### config.mk
export PLATFORM = sky130hd
export DESIGN_NAME = tcp_engine
export DESIGN_NICKNAME = d
export VERILOG_FILES = /design/src/hw/tcp_pkg.sv /design/src/hw/rr_sched.sv /design/src/hw/rx_seq_tracker.sv /design/src/hw/tcp_ctrl.sv /design/src/hw/tcp_engine.sv /design/src/hw/tx_pkt_queue.sv /design/src/hw/tx_seg_tracker.sv
export VERILOG_INCLUDE_DIRS = /design/src /design/src/hw
export SDC_FILE = /design/constraint.sdc
export NUM_CORES = 1
export LEC_CHECK = 0
export BUFFER_PORTS_ARGS = -buffer_cell sky130_fd_sc_hd__buf_2
export CAP_MARGIN = 30
export CORE_MARGIN = 2
export CORE_UTILIZATION = 60
export DETAILED_ROUTE_END_ITERATION = 10
export PLACE_DENSITY = 0.76
export SLEW_MARGIN = 10
export SYNTH_ARGS = -nofsm -noshare
export SYNTH_HDL_FRONTEND = slang
export SYNTH_HIERARCHICAL = 1
export SYNTH_SLANG_ARGS = --single-unit
### constraint.sdc
create_clock -name clk -period 21.4 [get_ports clk]
set_input_delay 3.21 -clock clk [delete_from_list [all_inputs] [get_ports clk]]
set_output_delay 3.21 -clock clk [all_outputs]
set_load 0.03 [all_outputs]
### src/hw/tcp_config.svh
`ifndef TCP_CONFIG_SVH
`define TCP_CONFIG_SVH

// Flow table size.
`define FLOW_CNT    4
`define FLOWID_W    2

// Header field widths.
`define SEQ_W       32
`define LEN_W       16
`define FLAGS_W     8

// Flag bit positions in the TCP flag byte.
`define FLAG_SYN    1
`define FLAG_PSH    3
`define FLAG_ACK    4

`define MAX_SEG     64  // Payload bytes per segment.
`define TX_Q_DEPTH  2

`endif

### src/hw/tcp_pkg.sv
`include "tcp_config.svh"

package tcp_pkg;

    typedef logic [`FLOWID_W-1:0]   flowid_t;

    // Sequence numbers and byte pointers share one width.
    typedef logic [`SEQ_W-1:0]      seq_t;

    typedef logic [`LEN_W-1:0]      len_t;
    typedef logic [`FLAGS_W-1:0]    tcp_flags_t;
    typedef logic [`FLOW_CNT-1:0]   flow_mask_t;   // One bit per flow.

    typedef enum logic [2:0] {
        IDLE,
        RX_CHECK,
        RX_ACK,
        RX_NOTIFY,
        TX_SEG
    } ctrl_state_e;

endpackage

### src/hw/rr_sched.sv
`timescale 1ns/1ps
`include "tcp_config.svh"

module rr_sched
import tcp_pkg::*;
(
     input  logic       clk
    ,input  logic       reset

    ,input  flow_mask_t pending
    ,input  logic       grant_take

    ,output logic       grant_val
    ,output flowid_t    grant_flowid
);

    flowid_t    last_q;

    // Search starts one past the last served flow.
    always_comb begin
        flowid_t cand;

        grant_val    = 1'b0;
        grant_flowid = last_q;
        for (int k = 1; k <= `FLOW_CNT; k++) begin
            cand = flowid_t'((int'(last_q) + k) % `FLOW_CNT);
            if (!grant_val && pending[cand]) begin
                grant_val    = 1'b1;
                grant_flowid = cand;
            end
        end
    end

    always_ff @(posedge clk) begin
        if (reset) begin
            last_q <= flowid_t'(`FLOW_CNT - 1);   // Flow 0 goes first.
        end else if (grant_take) begin
            last_q <= grant_flowid;
        end
    end

endmodule

### src/hw/rx_seq_tracker.sv
`timescale 1ns/1ps
`include "tcp_config.svh"

module rx_seq_tracker
import tcp_pkg::*;
(
     input  logic       clk
    ,input  logic       reset

    ,input  logic       flow_open
    ,input  logic       seq_check
    ,input  flowid_t    trk_flowid
    ,input  seq_t       trk_seq
    ,input  len_t       trk_len

    ,output logic       rx_open
    ,output seq_t       rx_expected
    ,output logic       rx_accept
);

    flow_mask_t open_q;
    seq_t       expected_q [`FLOW_CNT];
    logic       in_order;

    assign rx_open     = open_q[trk_flowid];
    assign rx_expected = expected_q[trk_flowid];

    // Empty segments never advance the window.
    assign in_order = (trk_seq == expected_q[trk_flowid]) && (trk_len != '0);

    always_ff @(posedge clk) begin
        if (reset) begin
            open_q    <= '0;
            rx_accept <= 1'b0;
        end else begin
            if (flow_open) begin
                open_q[trk_flowid] <= 1'b1;
            end
            if (seq_check) begin
                rx_accept <= in_order;
            end
        end
    end

    always_ff @(posedge clk) begin
        if (flow_open) begin
            expected_q[trk_flowid] <= trk_seq + 1'b1;   // SYN uses one number.
        end else if (seq_check && in_order) begin
            expected_q[trk_flowid] <= expected_q[trk_flowid] + seq_t'(trk_len);
        end
    end

endmodule

### src/hw/tcp_ctrl.sv
`timescale 1ns/1ps
`include "tcp_config.svh"

module tcp_ctrl
import tcp_pkg::*;
(
     input  logic           clk
    ,input  logic           reset

    ,input  logic           rx_hdr_val
    ,output logic           rx_hdr_rdy
    ,input  flowid_t        rx_flowid
    ,input  seq_t           rx_seq
    ,input  len_t           rx_len
    ,input  tcp_flags_t     rx_flags

    ,output logic           rx_dst_val
    ,output flowid_t        rx_dst_flowid
    ,output logic           rx_dst_accept
    ,input  logic           rx_dst_rdy

    ,output logic           app_new_flow_val
    ,output flowid_t        app_new_flow_flowid
    ,input  logic           app_new_flow_rdy

    ,output logic           flow_open
    ,output logic           seq_check
    ,output flowid_t        trk_flowid
    ,output seq_t           trk_seq
    ,output len_t           trk_len
    ,input  logic           rx_open
    ,input  seq_t           rx_expected
    ,input  logic           rx_accept

    ,output logic           tx_reset
    ,output logic           tx_take
    ,output flowid_t        tx_flowid
    ,input  seq_t           tx_head
    ,input  len_t           tx_seg_len

    ,input  logic           grant_val
    ,input  flowid_t        grant_flowid
    ,output logic           grant_take

    ,output logic           q_push
    ,output flowid_t        q_flowid
    ,output seq_t           q_seq
    ,output seq_t           q_ack
    ,output len_t           q_len
    ,output tcp_flags_t     q_flags
    ,input  logic           q_ready
);

    ctrl_state_e    state;
    ctrl_state_e    state_next;

    flowid_t        hdr_flowid;
    seq_t           hdr_seq;
    len_t           hdr_len;
    logic           hdr_syn;
    logic           res_accept;

    flowid_t        cur_flowid;
    logic           tx_go;

    always_comb begin
        state_next = state;
        case (state)
            IDLE: begin
                if (rx_hdr_val) begin
                    state_next = RX_CHECK;
                end else if (grant_val) begin
                    state_next = TX_SEG;
                end
            end
            RX_CHECK: state_next = (hdr_syn || rx_open) ? RX_ACK : RX_NOTIFY;
            RX_ACK: begin
                if (q_ready) begin
                    state_next = RX_NOTIFY;
                end
            end
            RX_NOTIFY: begin
                if (hdr_syn ? app_new_flow_rdy : rx_dst_rdy) begin
                    state_next = IDLE;
                end
            end
            TX_SEG: begin
                // Grant may vanish if a tail write empties the flow.
                if (!grant_val || q_ready) begin
                    state_next = IDLE;
                end
            end
            default: state_next = IDLE;
        endcase
    end

    always_ff @(posedge clk) begin
        if (reset) begin
            state <= IDLE;
        end else begin
            state <= state_next;
        end
    end

    always_ff @(posedge clk) begin
        if (rx_hdr_val && rx_hdr_rdy) begin
            hdr_flowid <= rx_flowid;
            hdr_seq    <= rx_seq;
            hdr_len    <= rx_len;
            hdr_syn    <= rx_flags[`FLAG_SYN];
        end
        if (state == RX_CHECK) begin
            res_accept <= 1'b0;       // Closed flow result.
        end else if (state == RX_ACK) begin
            res_accept <= rx_accept;
        end
    end

    assign rx_hdr_rdy = (state == IDLE);

    // The granted flow drives both trackers while sending.
    assign cur_flowid = (state == TX_SEG) ? grant_flowid : hdr_flowid;
    assign trk_flowid = cur_flowid;
    assign tx_flowid  = cur_flowid;
    assign trk_seq    = hdr_seq;
    assign trk_len    = hdr_len;

    assign flow_open = (state == RX_CHECK) && hdr_syn;
    assign tx_reset  = (state == RX_CHECK) && hdr_syn;
    assign seq_check = (state == RX_CHECK) && !hdr_syn && rx_open;

    assign tx_go      = (state == TX_SEG) && grant_val && q_ready;
    assign tx_take    = tx_go;
    assign grant_take = tx_go;

    // Head is zero right after a SYN, so SYN-ACKs go out with seq 0.
    assign q_push   = ((state == RX_ACK) && q_ready) || tx_go;
    assign q_flowid = cur_flowid;
    assign q_seq    = tx_head;
    assign q_ack    = rx_expected;
    assign q_len    = (state == TX_SEG) ? tx_seg_len : '0;

    always_comb begin
        q_flags = '0;
        q_flags[`FLAG_ACK] = 1'b1;
        if (state == TX_SEG) begin
            q_flags[`FLAG_PSH] = 1'b1;
        end else if (hdr_syn) begin
            q_flags[`FLAG_SYN] = 1'b1;
        end
    end

    assign rx_dst_val          = (state == RX_NOTIFY) && !hdr_syn;
    assign rx_dst_flowid       = hdr_flowid;
    assign rx_dst_accept       = res_accept;
    assign app_new_flow_val    = (state == RX_NOTIFY) && hdr_syn;
    assign app_new_flow_flowid = hdr_flowid;

    // Transmit head of a freshly opened flow is cleared before its SYN-ACK.
    syn_ack_head: assert property (@(posedge clk) disable iff (reset)
        (state == RX_ACK) && hdr_syn |-> tx_head == '0);

endmodule

### src/hw/tcp_engine.sv
`timescale 1ns/1ps

module tcp_engine
import tcp_pkg::*;
(
     input  logic           clk
    ,input  logic           reset

    ,input  logic           rx_hdr_val
    ,output logic           rx_hdr_rdy
    ,input  flowid_t        rx_flowid
    ,input  seq_t           rx_seq
    ,input  len_t           rx_len
    ,input  tcp_flags_t     rx_flags

    ,output logic           rx_dst_val
    ,output flowid_t        rx_dst_flowid
    ,output logic           rx_dst_accept
    ,input  logic           rx_dst_rdy

    ,output logic           app_new_flow_val
    ,output flowid_t        app_new_flow_flowid
    ,input  logic           app_new_flow_rdy

    ,input  logic           app_tx_tail_val
    ,input  flowid_t        app_tx_tail_flowid
    ,input  seq_t           app_tx_tail_ptr

    ,output logic           tx_pkt_val
    ,output flowid_t        tx_pkt_flowid
    ,output seq_t           tx_pkt_seq
    ,output seq_t           tx_pkt_ack
    ,output len_t           tx_pkt_len
    ,output tcp_flags_t     tx_pkt_flags
    ,input  logic           tx_pkt_rdy
);

    // Receive sequence tracker.
    logic           flow_open;
    logic           seq_check;
    flowid_t        trk_flowid;
    seq_t           trk_seq;
    len_t           trk_len;
    logic           rx_open;
    seq_t           rx_expected;
    logic           rx_accept;

    // Transmit pointers and scheduler.
    logic           tx_reset;
    logic           tx_take;
    flowid_t        tx_flowid;
    seq_t           tx_head;
    len_t           tx_seg_len;
    flow_mask_t     pending;
    logic           grant_val;
    flowid_t        grant_flowid;
    logic           grant_take;

    // Output header queue.
    logic           q_push;
    flowid_t        q_flowid;
    seq_t           q_seq;
    seq_t           q_ack;
    len_t           q_len;
    tcp_flags_t     q_flags;
    logic           q_ready;

    // Port and wire names line up across the tree.
    tcp_ctrl        tcp_ctrl_i       (.*);
    rx_seq_tracker  rx_seq_tracker_i (.*);
    tx_seg_tracker  tx_seg_tracker_i (.*);
    rr_sched        rr_sched_i       (.*);
    tx_pkt_queue    tx_pkt_queue_i   (.*);

endmodule

### src/hw/tx_pkt_queue.sv
`timescale 1ns/1ps
`include "tcp_config.svh"

module tx_pkt_queue
import tcp_pkg::*;
(
     input  logic       clk
    ,input  logic       reset

    ,input  logic       q_push
    ,input  flowid_t    q_flowid
    ,input  seq_t       q_seq
    ,input  seq_t       q_ack
    ,input  len_t       q_len
    ,input  tcp_flags_t q_flags
    ,output logic       q_ready

    ,output logic       tx_pkt_val
    ,output flowid_t    tx_pkt_flowid
    ,output seq_t       tx_pkt_seq
    ,output seq_t       tx_pkt_ack
    ,output len_t       tx_pkt_len
    ,output tcp_flags_t tx_pkt_flags
    ,input  logic       tx_pkt_rdy
);

    localparam int PTR_W = $clog2(`TX_Q_DEPTH);
    localparam int CNT_W = $clog2(`TX_Q_DEPTH + 1);

    flowid_t    flowid_mem [`TX_Q_DEPTH];
    seq_t       seq_mem    [`TX_Q_DEPTH];
    seq_t       ack_mem    [`TX_Q_DEPTH];
    len_t       len_mem    [`TX_Q_DEPTH];
    tcp_flags_t flags_mem  [`TX_Q_DEPTH];

    logic [PTR_W-1:0]   wr_ptr;
    logic [PTR_W-1:0]   rd_ptr;
    logic [CNT_W-1:0]   count;
    logic               do_push;
    logic               do_pop;

    assign q_ready    = (count != CNT_W'(`TX_Q_DEPTH));
    assign tx_pkt_val = (count != '0);
    assign do_push    = q_push && q_ready;
    assign do_pop     = tx_pkt_val && tx_pkt_rdy;

    assign tx_pkt_flowid = flowid_mem[rd_ptr];
    assign tx_pkt_seq    = seq_mem[rd_ptr];
    assign tx_pkt_ack    = ack_mem[rd_ptr];
    assign tx_pkt_len    = len_mem[rd_ptr];
    assign tx_pkt_flags  = flags_mem[rd_ptr];

    always_ff @(posedge clk) begin
        if (reset) begin
            wr_ptr <= '0;
            rd_ptr <= '0;
            count  <= '0;
        end else begin
            if (do_push) begin
                wr_ptr <= (wr_ptr == PTR_W'(`TX_Q_DEPTH - 1)) ? '0 : wr_ptr + 1'b1;
            end
            if (do_pop) begin
                rd_ptr <= (rd_ptr == PTR_W'(`TX_Q_DEPTH - 1)) ? '0 : rd_ptr + 1'b1;
            end
            count <= count + CNT_W'(do_push) - CNT_W'(do_pop);
        end
    end

    always_ff @(posedge clk) begin
        if (do_push) begin
            flowid_mem[wr_ptr] <= q_flowid;
            seq_mem[wr_ptr]    <= q_seq;
            ack_mem[wr_ptr]    <= q_ack;
            len_mem[wr_ptr]    <= q_len;
            flags_mem[wr_ptr]  <= q_flags;
        end
    end

    // A stalled header must not change before the egress takes it.
    egress_hold: assert property (@(posedge clk) disable iff (reset)
        tx_pkt_val && !tx_pkt_rdy |=> tx_pkt_val && $stable(tx_pkt_flowid)
            && $stable(tx_pkt_seq) && $stable(tx_pkt_ack)
            && $stable(tx_pkt_len) && $stable(tx_pkt_flags));

endmodule

### src/hw/tx_seg_tracker.sv
`timescale 1ns/1ps
`include "tcp_config.svh"

module tx_seg_tracker
import tcp_pkg::*;
(
     input  logic       clk
    ,input  logic       reset

    ,input  logic       tx_reset
    ,input  logic       tx_take
    ,input  flowid_t    tx_flowid

    ,input  logic       app_tx_tail_val
    ,input  flowid_t    app_tx_tail_flowid
    ,input  seq_t       app_tx_tail_ptr

    ,output seq_t       tx_head
    ,output len_t       tx_seg_len
    ,output flow_mask_t pending
);

    seq_t   head_q [`FLOW_CNT];
    seq_t   tail_q [`FLOW_CNT];
    seq_t   unsent;

    assign tx_head = head_q[tx_flowid];
    assign unsent  = tail_q[tx_flowid] - head_q[tx_flowid];

    assign tx_seg_len = (unsent > seq_t'(`MAX_SEG)) ? len_t'(`MAX_SEG) : len_t'(unsent);

    always_comb begin
        for (int i = 0; i < `FLOW_CNT; i++) begin
            pending[i] = (head_q[i] != tail_q[i]);
        end
    end

    always_ff @(posedge clk) begin
        if (reset) begin
            for (int i = 0; i < `FLOW_CNT; i++) begin
                head_q[i] <= '0;
                tail_q[i] <= '0;
            end
        end else begin
            if (tx_reset) begin
                head_q[tx_flowid] <= '0;
                tail_q[tx_flowid] <= '0;
            end else if (tx_take) begin
                head_q[tx_flowid] <= head_q[tx_flowid] + seq_t'(tx_seg_len);
            end
            // Tail write lands even alongside a take on the same flow.
            if (app_tx_tail_val) begin
                tail_q[app_tx_tail_flowid] <= app_tx_tail_ptr;
            end
        end
    end

    take_pending: assert property (@(posedge clk) disable iff (reset)
        tx_take |-> pending[tx_flowid]);

endmodule

# Yosys cells after proc, flatten, opt, wreduce, memory -nomap -nowiden
# Memory sizes are Yosys's and may differ from the RTL's. A register that Yosys moved wholly into a read port is not among the register bits.
# Index checks and enable logic that the tools add are counted.
[op_classes]
add_sub_neg = 12
order_cmp = 7
n_eq_ne = 14
n_mux = 75
bitwise = 3
n_reduce_logical = 32
[ops]
columns = ["op", "n"]
rows = [
  ["two-way mux 32 bit", 5],
  ["!= test 32 bit", 4],
  ["OR reduction 32 bit", 3],
  ["adder 32 x 16 -> 32 bit", 2],
  ["two-way mux 1 bit", 48],
  ["adder 32 x 1 -> 32 bit, second input constant", 1],
  ["== test 32 bit", 1],
  ["greater-than comparator 32 x 7 -> 1 bit, second input constant", 1],
  ["two-way mux 16 bit", 2],
  ["subtractor 32 bit", 1],
  ["logical AND 1 bit", 17],
  ["two-way mux 2 bit", 8],
  ["nonzero test 16 bit", 1],
  ["less-than comparator 2 x 3 -> 1 bit, second input constant", 5],
  ["two-way mux 3 bit", 5],
  ["case mux 3 bit (5 select lines)", 1],
  ["binary-select mux 1 bit (select 2 bit)", 5],
  ["== test 3 x 2 -> 1 bit, second input constant", 2],
  ["!= test 2 x 1 -> 1 bit, second input constant", 3],
  ["logical NOT 1 bit", 5],
  ["adder 2 x 1 -> 2 bit, second input constant", 2],
  ["adder 2 bit, second input constant", 2],
  ["bitwise OR 4 bit", 1],
  ["AND reduction 4 bit", 1],
  ["other kinds (13)", 17],
]
[totals]
reg_bits = 66
ramBits = 552
input_bits = 99
out_inout_bits = 99
memories = 8
[mem_list]
columns = ["memory", "words", "width", "read_ports", "rd_clocked_by_memory_dff", "wr", "line_no", "text"]
rows = [
  ["rx_seq_tracker_i.expected_q", 4, 32, 1, 0, 1, "rx_seq_tracker.sv:22", "seq_t expected_q [`FLOW_CNT];"],
  ["tx_seg_tracker_i.head_q", 4, 32, 5, 0, 4, "tx_seg_tracker.sv:23", "seq_t head_q [`FLOW_CNT];"],
  ["tx_seg_tracker_i.tail_q", 4, 32, 5, 0, 4, "tx_seg_tracker.sv:24", "seq_t tail_q [`FLOW_CNT];"],
  ["tx_pkt_queue_i.ack_mem", 2, 32, 1, 1, 1, "tx_pkt_queue.sv:32", "seq_t ack_mem [`TX_Q_DEPTH];"],
  ["tx_pkt_queue_i.seq_mem", 2, 32, 1, 1, 1, "tx_pkt_queue.sv:31", "seq_t seq_mem [`TX_Q_DEPTH];"],
  ["tx_pkt_queue_i.len_mem", 2, 16, 1, 1, 1, "tx_pkt_queue.sv:33", "len_t len_mem [`TX_Q_DEPTH];"],
  ["+2 memories", "--", "--", "--", "--", "--", "--", ""],
]

# Longest topological paths before layout
# An unclocked memory read counts as a cell.
[logic_depth]
word_depth = 23
ltp_mapped = 40

# Hierarchy
# The synthesis kept the hierarchy.
[by_module_without_submodules]
columns = ["mod", "instances", "cells_each", "area_per_inst_um2", "seq_area_each_um2"]
rows = [
  ["tx_seg_tracker", 1, 1574, 16996.3, 7687.4],
  ["rx_seq_tracker", 1, 549, 7489.7, 3943.8],
  ["tx_pkt_queue", 1, 309, 6749.0, 5505.3],
  ["tcp_ctrl", 1, 198, 2630.0, 1611.5],
  ["rr_sched", 1, 26, 180.2, 40.0],
]

# Least setup slack after synthesis
# No wires, ideal clock.
[synth_timing]
kind = "register to register"
start = "memory tx_seg_tracker_i/tail_q[0][30] (netlist bit)"
end = "memory tx_seg_tracker_i/head_q[0][20] (netlist bit) (data pin)"
arrival_time_ns = 9.365
required_ns = 21.128
path_slack_ns = 11.763
path_stages_with_launch = 41
period_less_slack_ns = 9.637
path_cell_list = "edfxtp_1 -> xnor2_1 -> nand4_1 -> nor4_1 -> nand2_1 -> nor2b_1 -> o21ai_0 -> o211ai_1 -> mux2_2 -> buf_4 -> buf_2 -> buf_2 -> clkbuf_1 -> clkbuf_1 -> buf_1 -> mux4_2 -> ha_1 -> buf_6 -> [... 5 more ...] -> a2111oi_1 -> nand4_1 -> nand2b_1 -> or4_1 -> buf_2 -> nor2_1 -> fa_1 -> a21o_1 -> a21o_1 -> a21oi_1 -> o21ai_0 -> a41o_1 -> a21o_1 -> a21oi_1 -> o21a_1 -> or4_1 -> o21ai_0 -> a21oi_1"
[synth_lines]
columns = ["element", "line_no"]
rows = [
  ["from (decl)", "tx_seg_tracker.sv:24"],
  ["to (decl)", "tx_seg_tracker.sv:23"],
]

==> flow_summary_export.csv <==
group,metric,value,unit
run_status,status,"complete, but fails checks",
run_status,violations,"max-slew violations",
global_route,grt_max_degree,68,
power_and_ir_drop,p_leak,13.3,nW
power_and_ir_drop,power.density,112,nW/um2
final_layout,drive_gt1_share,19.9,%
placement,place_congestion,0.947,
die,die_h,242,um
setup_path,critPathCaptureType,"flip-flop",
cts,cts_tree,"yes",
global_route,grt.overflow.total,0,
cts,ctsHoldBuffers,0,
cts,clock_path_buffers,3,
setup_path,max_stage_delay,0.85,ns
sta,clock_skew,0.0348,ns
logic_synthesis,synth_area_leader_cell,"edfxtp_1",
final_layout,final_cells,3563,
final_layout,n_antenna_cell,0,
global_route,grt_pass1_vias,22376,
logic_synthesis,yosys-top-cells-area,"edfxtp_1 54%, mux4_2 5.8%, xnor2_1 4.9%",
logic_synthesis,ys_ff_latch,631,
cts,post-cts-setup-buffer-count,0,
detailed_routing,first_pass_iters,6,
sta,finalCriticalPeriod,12.37,ns
setup_path,critPathSlowestCell,"nor4_1",
cts,root_buffer,"clkbuf_16",
cts,clock_sinks,631,
setup_path,path_class,"flip-flop to flip-flop",
setup_path,rr_startpoint,"tx_seg_tracker_i/tail_q[2][1]$_SDFFCE_PN0P_",
worst_hold_path,min_path_type,"flip-flop to flip-flop",
sta,rsz0062_at_grt,"no",
power_and_ir_drop,ir_worst_vdd,0.0000958,V
logic_synthesis,synth_edf_count,615,
placement,dp.cells,3442,
final_layout,syn2layout_area_growth,9.31,%
setup_path,required,21.80,ns
die,die_w,242,um
placement,dp_hpwl,64000,um
die,core_area,56300,um2
logic_synthesis,synth_ff_type,"edfxtp_1",
global_route,grtUsageTotal,31.7,%
logic_synthesis,synth_cells,2656,
cts,cts_buffers,66,
detailed_routing,wl_per_cell,26.1,um
placement,port-buffer-count,190,
sta,period_share,57.8,%
sta,finalHoldViolCount,0,
setup_path,reg2reg_to,"tx_seg_tracker_i/head_q[1][22]$_SDFFCE_PN0P_",
logic_synthesis,synth.distinct_cells,104,
cts,clk_pin_slew,0.06,ns
detailed_routing,vias,23135,
sta,setup_viol,0,
flow_run,cap_violations,0,
setup_path,endpoint,"tx_seg_tracker_i/head_q[1][22]$_SDFFCE_PN0P_",
setup_path,startpoint_type,"flip-flop",
final_layout,fin_nets,2927,
sta,worst_pin_slew,2.94,ns
sta,setup_tns,0,ns
die,initial_core_util,60.5,%
sta,slew_headroom,-96.4,%
logic_synthesis,synth_seq_area_share,55.2,%
detailed_routing,antenna_left,0,
setup_path,r2r_slack,9.03,ns
cts,cts.htree.levels,3,
setup_path,arrival,12.77,ns
logic_synthesis,synth_top_area_share,54.2,%
global_route,antenna_found_initial,1,
global_route,grt_pass1_wl,139000,um
logic_synthesis,async_flop_share,0,%
detailed_routing,drt-total-wl,93000,um
logic_synthesis,netlist_area,34000,um2
detailed_routing,drt_iter0_markers,3226,
detailed_routing,viasPerCell,6.49,
sta,fmax,80.9,MHz
sta,drv_slew,49,
setup_path,cp-startpoint,"tx_seg_tracker_i/tail_q[2][1]$_SDFFCE_PN0P_",
setup_path,crit_fanout,42,
die,ios,198,
cts,post_cts_resized,0,
logic_synthesis,syn_avg_cell_area,12.8,um2
setup_path,reg2regPathDepth,33,
die,die-area,58700,um2
detailed_routing,drc,0,
cts,clk_latency,0.62,ns
setup_path,crit_path_frequent_cell,"a21oi_1",
logic_synthesis,ys_warn_count,6,
die,rows,87,
per-stage QoR:
step,total power [W],utilization (%),cell area (um2),hold WS (ns),setup WS (ns)
finish,0.00416,66.1,37200,0.490,9.03
global route,0.00432,66.1,37200,0.512,8.47
CTS,0.00414,66.0,37100,0.489,9.38
detailed placement,0.00300,62.2,35000,0.476,9.42
global placement,0.00297,62.2,35000,0.441,9.37
floorplan,0.00266,-,34100,0.432,11.76
critical path, delay by kind of cell (launching register included):
family	cells	cell delay, ns
adder cells (fa/ha/maj)	2	0.69
flip-flops	1	0.41
multiplexers	2	1.24
buffers and inverters	4	1.74
XOR/XNOR	1	0.51
AO/OA/AOI/OAI	14	3.32
AND/OR/NAND/NOR	10	4.16
layout make-up:
| class | instances | area, um2 |
|---|---|---|
| Fill cell | 4040 | 19100 |
| Timing Repair Buffer | 223 | 1220 |
| Tap cell | 756 | 946 |
| Sequential cell | 631 | 18800 |
| Inverter | 68 | 258 |
| Clock buffer | 81 | 1790 |
| Multi-Input combinational cell | 1771 | 13900 |
| Clock inverter | 33 | 338 |
metal layers:
| metal | wire length (um) | vias up | global-route usage [%] |
|---|---|---|---|
| li1 | - | 10114 | - |
| met1 | 36800 | 11346 | 44.9 |
| met2 | 41700 | 1444 | 48.4 |
| met3 | 10700 | 231 | 6.57 |
| met4 | 3810 | 0 | 12.4 |
| met5 | 0 | - | 0 |
state kept, by name, summed over array words and instances, names as in the netlist, named ones only:
| register | flops |
|---|---|
| rx_seq_tracker_i/expected_q | 128 |
| tx_seg_tracker_i/head_q | 128 |
| tx_seg_tracker_i/tail_q | 128 |
| tx_pkt_queue_i/ack_mem | 64 |
| tx_pkt_queue_i/seq_mem | 64 |
| tcp_ctrl_i/trk_seq | 32 |
| tx_pkt_queue_i/len_mem | 32 |
| tcp_ctrl_i/trk_len | 16 |
| tx_pkt_queue_i/flags_mem | 16 |
| rx_seq_tracker_i/open_q | 4 |
| tx_pkt_queue_i/flowid_mem | 4 |
| tcp_ctrl_i/state | 3 |
| rr_sched_i/last_q | 2 |
| tcp_ctrl_i/app_new_flow_flowid | 2 |
| tx_pkt_queue_i/count | 2 |
| rx_seq_tracker_i/rx_accept | 1 |
| tcp_ctrl_i/hdr_syn | 1 |
| tcp_ctrl_i/rx_dst_accept | 1 |
| tx_pkt_queue_i/rd_ptr | 1 |
| tx_pkt_queue_i/wr_ptr | 1 |
power breakdown:
group | internal [W] | leakage, nW | total, W | switching, W
Clock | 0.000677 | 1.03 | 0.00115 | 0.000468
Sequential | 0.00152 | 6.08 | 0.00159 | 0.0000725
Combinational | 0.000492 | 6.20 | 0.00142 | 0.000932
Total | 0.00269 | 13.3 | 0.00416 | 0.00147
how the worst min path moves through the flow:
| stage | start | endpoint | slack [ns] | cells after the start |
|---|---|---|---|---|
| floorplan | rx_seq_tracker_i/open_q[2]$_SDFFE_PP0P_ | rx_seq_tracker_i/open_q[2]$_SDFFE_PP0P_ | 0.43 | 2 |
| global placement | rx_seq_tracker_i/open_q[1]$_SDFFE_PP0P_ | rx_seq_tracker_i/open_q[1]$_SDFFE_PP0P_ | 0.44 | 2 |
| detailed placement | rx_seq_tracker_i/open_q[1]$_SDFFE_PP0P_ | rx_seq_tracker_i/open_q[1]$_SDFFE_PP0P_ | 0.48 | 2 |
| CTS | rx_seq_tracker_i/open_q[1]$_SDFFE_PP0P_ | rx_seq_tracker_i/open_q[1]$_SDFFE_PP0P_ | 0.49 | 2 |
| global route | rx_seq_tracker_i/open_q[1]$_SDFFE_PP0P_ | rx_seq_tracker_i/open_q[1]$_SDFFE_PP0P_ | 0.51 | 2 |
| finish | rx_seq_tracker_i/open_q[1]$_SDFFE_PP0P_ | rx_seq_tracker_i/open_q[1]$_SDFFE_PP0P_ | 0.49 | 2 |
layout by cell type (no fill, tap or decap), types with 14 or more instances in the layout:
| master | n |
|---|---|
| edfxtp_1 | 615 |
| buf_2 | 192 |
| xnor2_1 | 192 |
| nor2_1 | 171 |
| nand2_1 | 150 |
| and2_1 | 140 |
| a21oi_1 | 131 |
| mux2_2 | 98 |
| mux4_2 | 88 |
| mux2i_1 | 73 |
| clkbuf_16 | 69 |
| inv_1 | 66 |
| nand4_1 | 66 |
| ha_1 | 64 |
| xor2_1 | 53 |
| nand3_1 | 50 |
| nor3_1 | 47 |
| o21ai_0 | 39 |
| nor4_1 | 37 |
| a21o_1 | 29 |
| buf_4 | 28 |
| and3_1 | 25 |
| conb_1 | 24 |
| or3_1 | 19 |
| a31oi_1 | 19 |
| dfxtp_1 | 15 |
| a211o_1 | 15 |
| clkinv_1 | 14 |
| nand2b_1 | 14 |
synth_stat cells (5+ instances only):
library cell and count:
and3_2 7, o211ai_1 11, mux4_2 88, o31ai_1 9, inv_1 67, xor2_1 53
a211oi_1 10, a21oi_1 131, clkbuf_1 66, nor2b_1 10, nor3_1 48, o31a_1 7
and2_1 141, a41oi_1 5, mux2i_1 73, nand3_1 53, ha_1 64, nor3b_1 6
a211o_1 16, o21ai_1 7, and4_1 8, nor4_1 37, or3_1 19, dfxtp_1 16
xnor2_1 192, o21bai_1 12, a21o_1 29, nor2_1 171, o21ai_0 39, o22ai_1 6
buf_4 99, buf_6 12, buf_1 8, edfxtp_1 615, nand2_1 151, nand4_1 66
and3_1 26, a31oi_1 19, mux2_2 100, nand2b_1 14, o21a_1 11, a311oi_1 5
buf_2 18
logic make-up after synthesis:
group,count (synthesis),share of synthesized area (%)
AND/OR/NAND/NOR,795,12.5
adder cells (fa/ha/maj),67,2.53
flip-flops,631,55.2
other,3,0.0331
XOR/XNOR,245,6.30
AO/OA/AOI/OAI,374,7.39
buffers and inverters,275,4.63
multiplexers,266,11.4
Power figures use the tool's default switching activity.
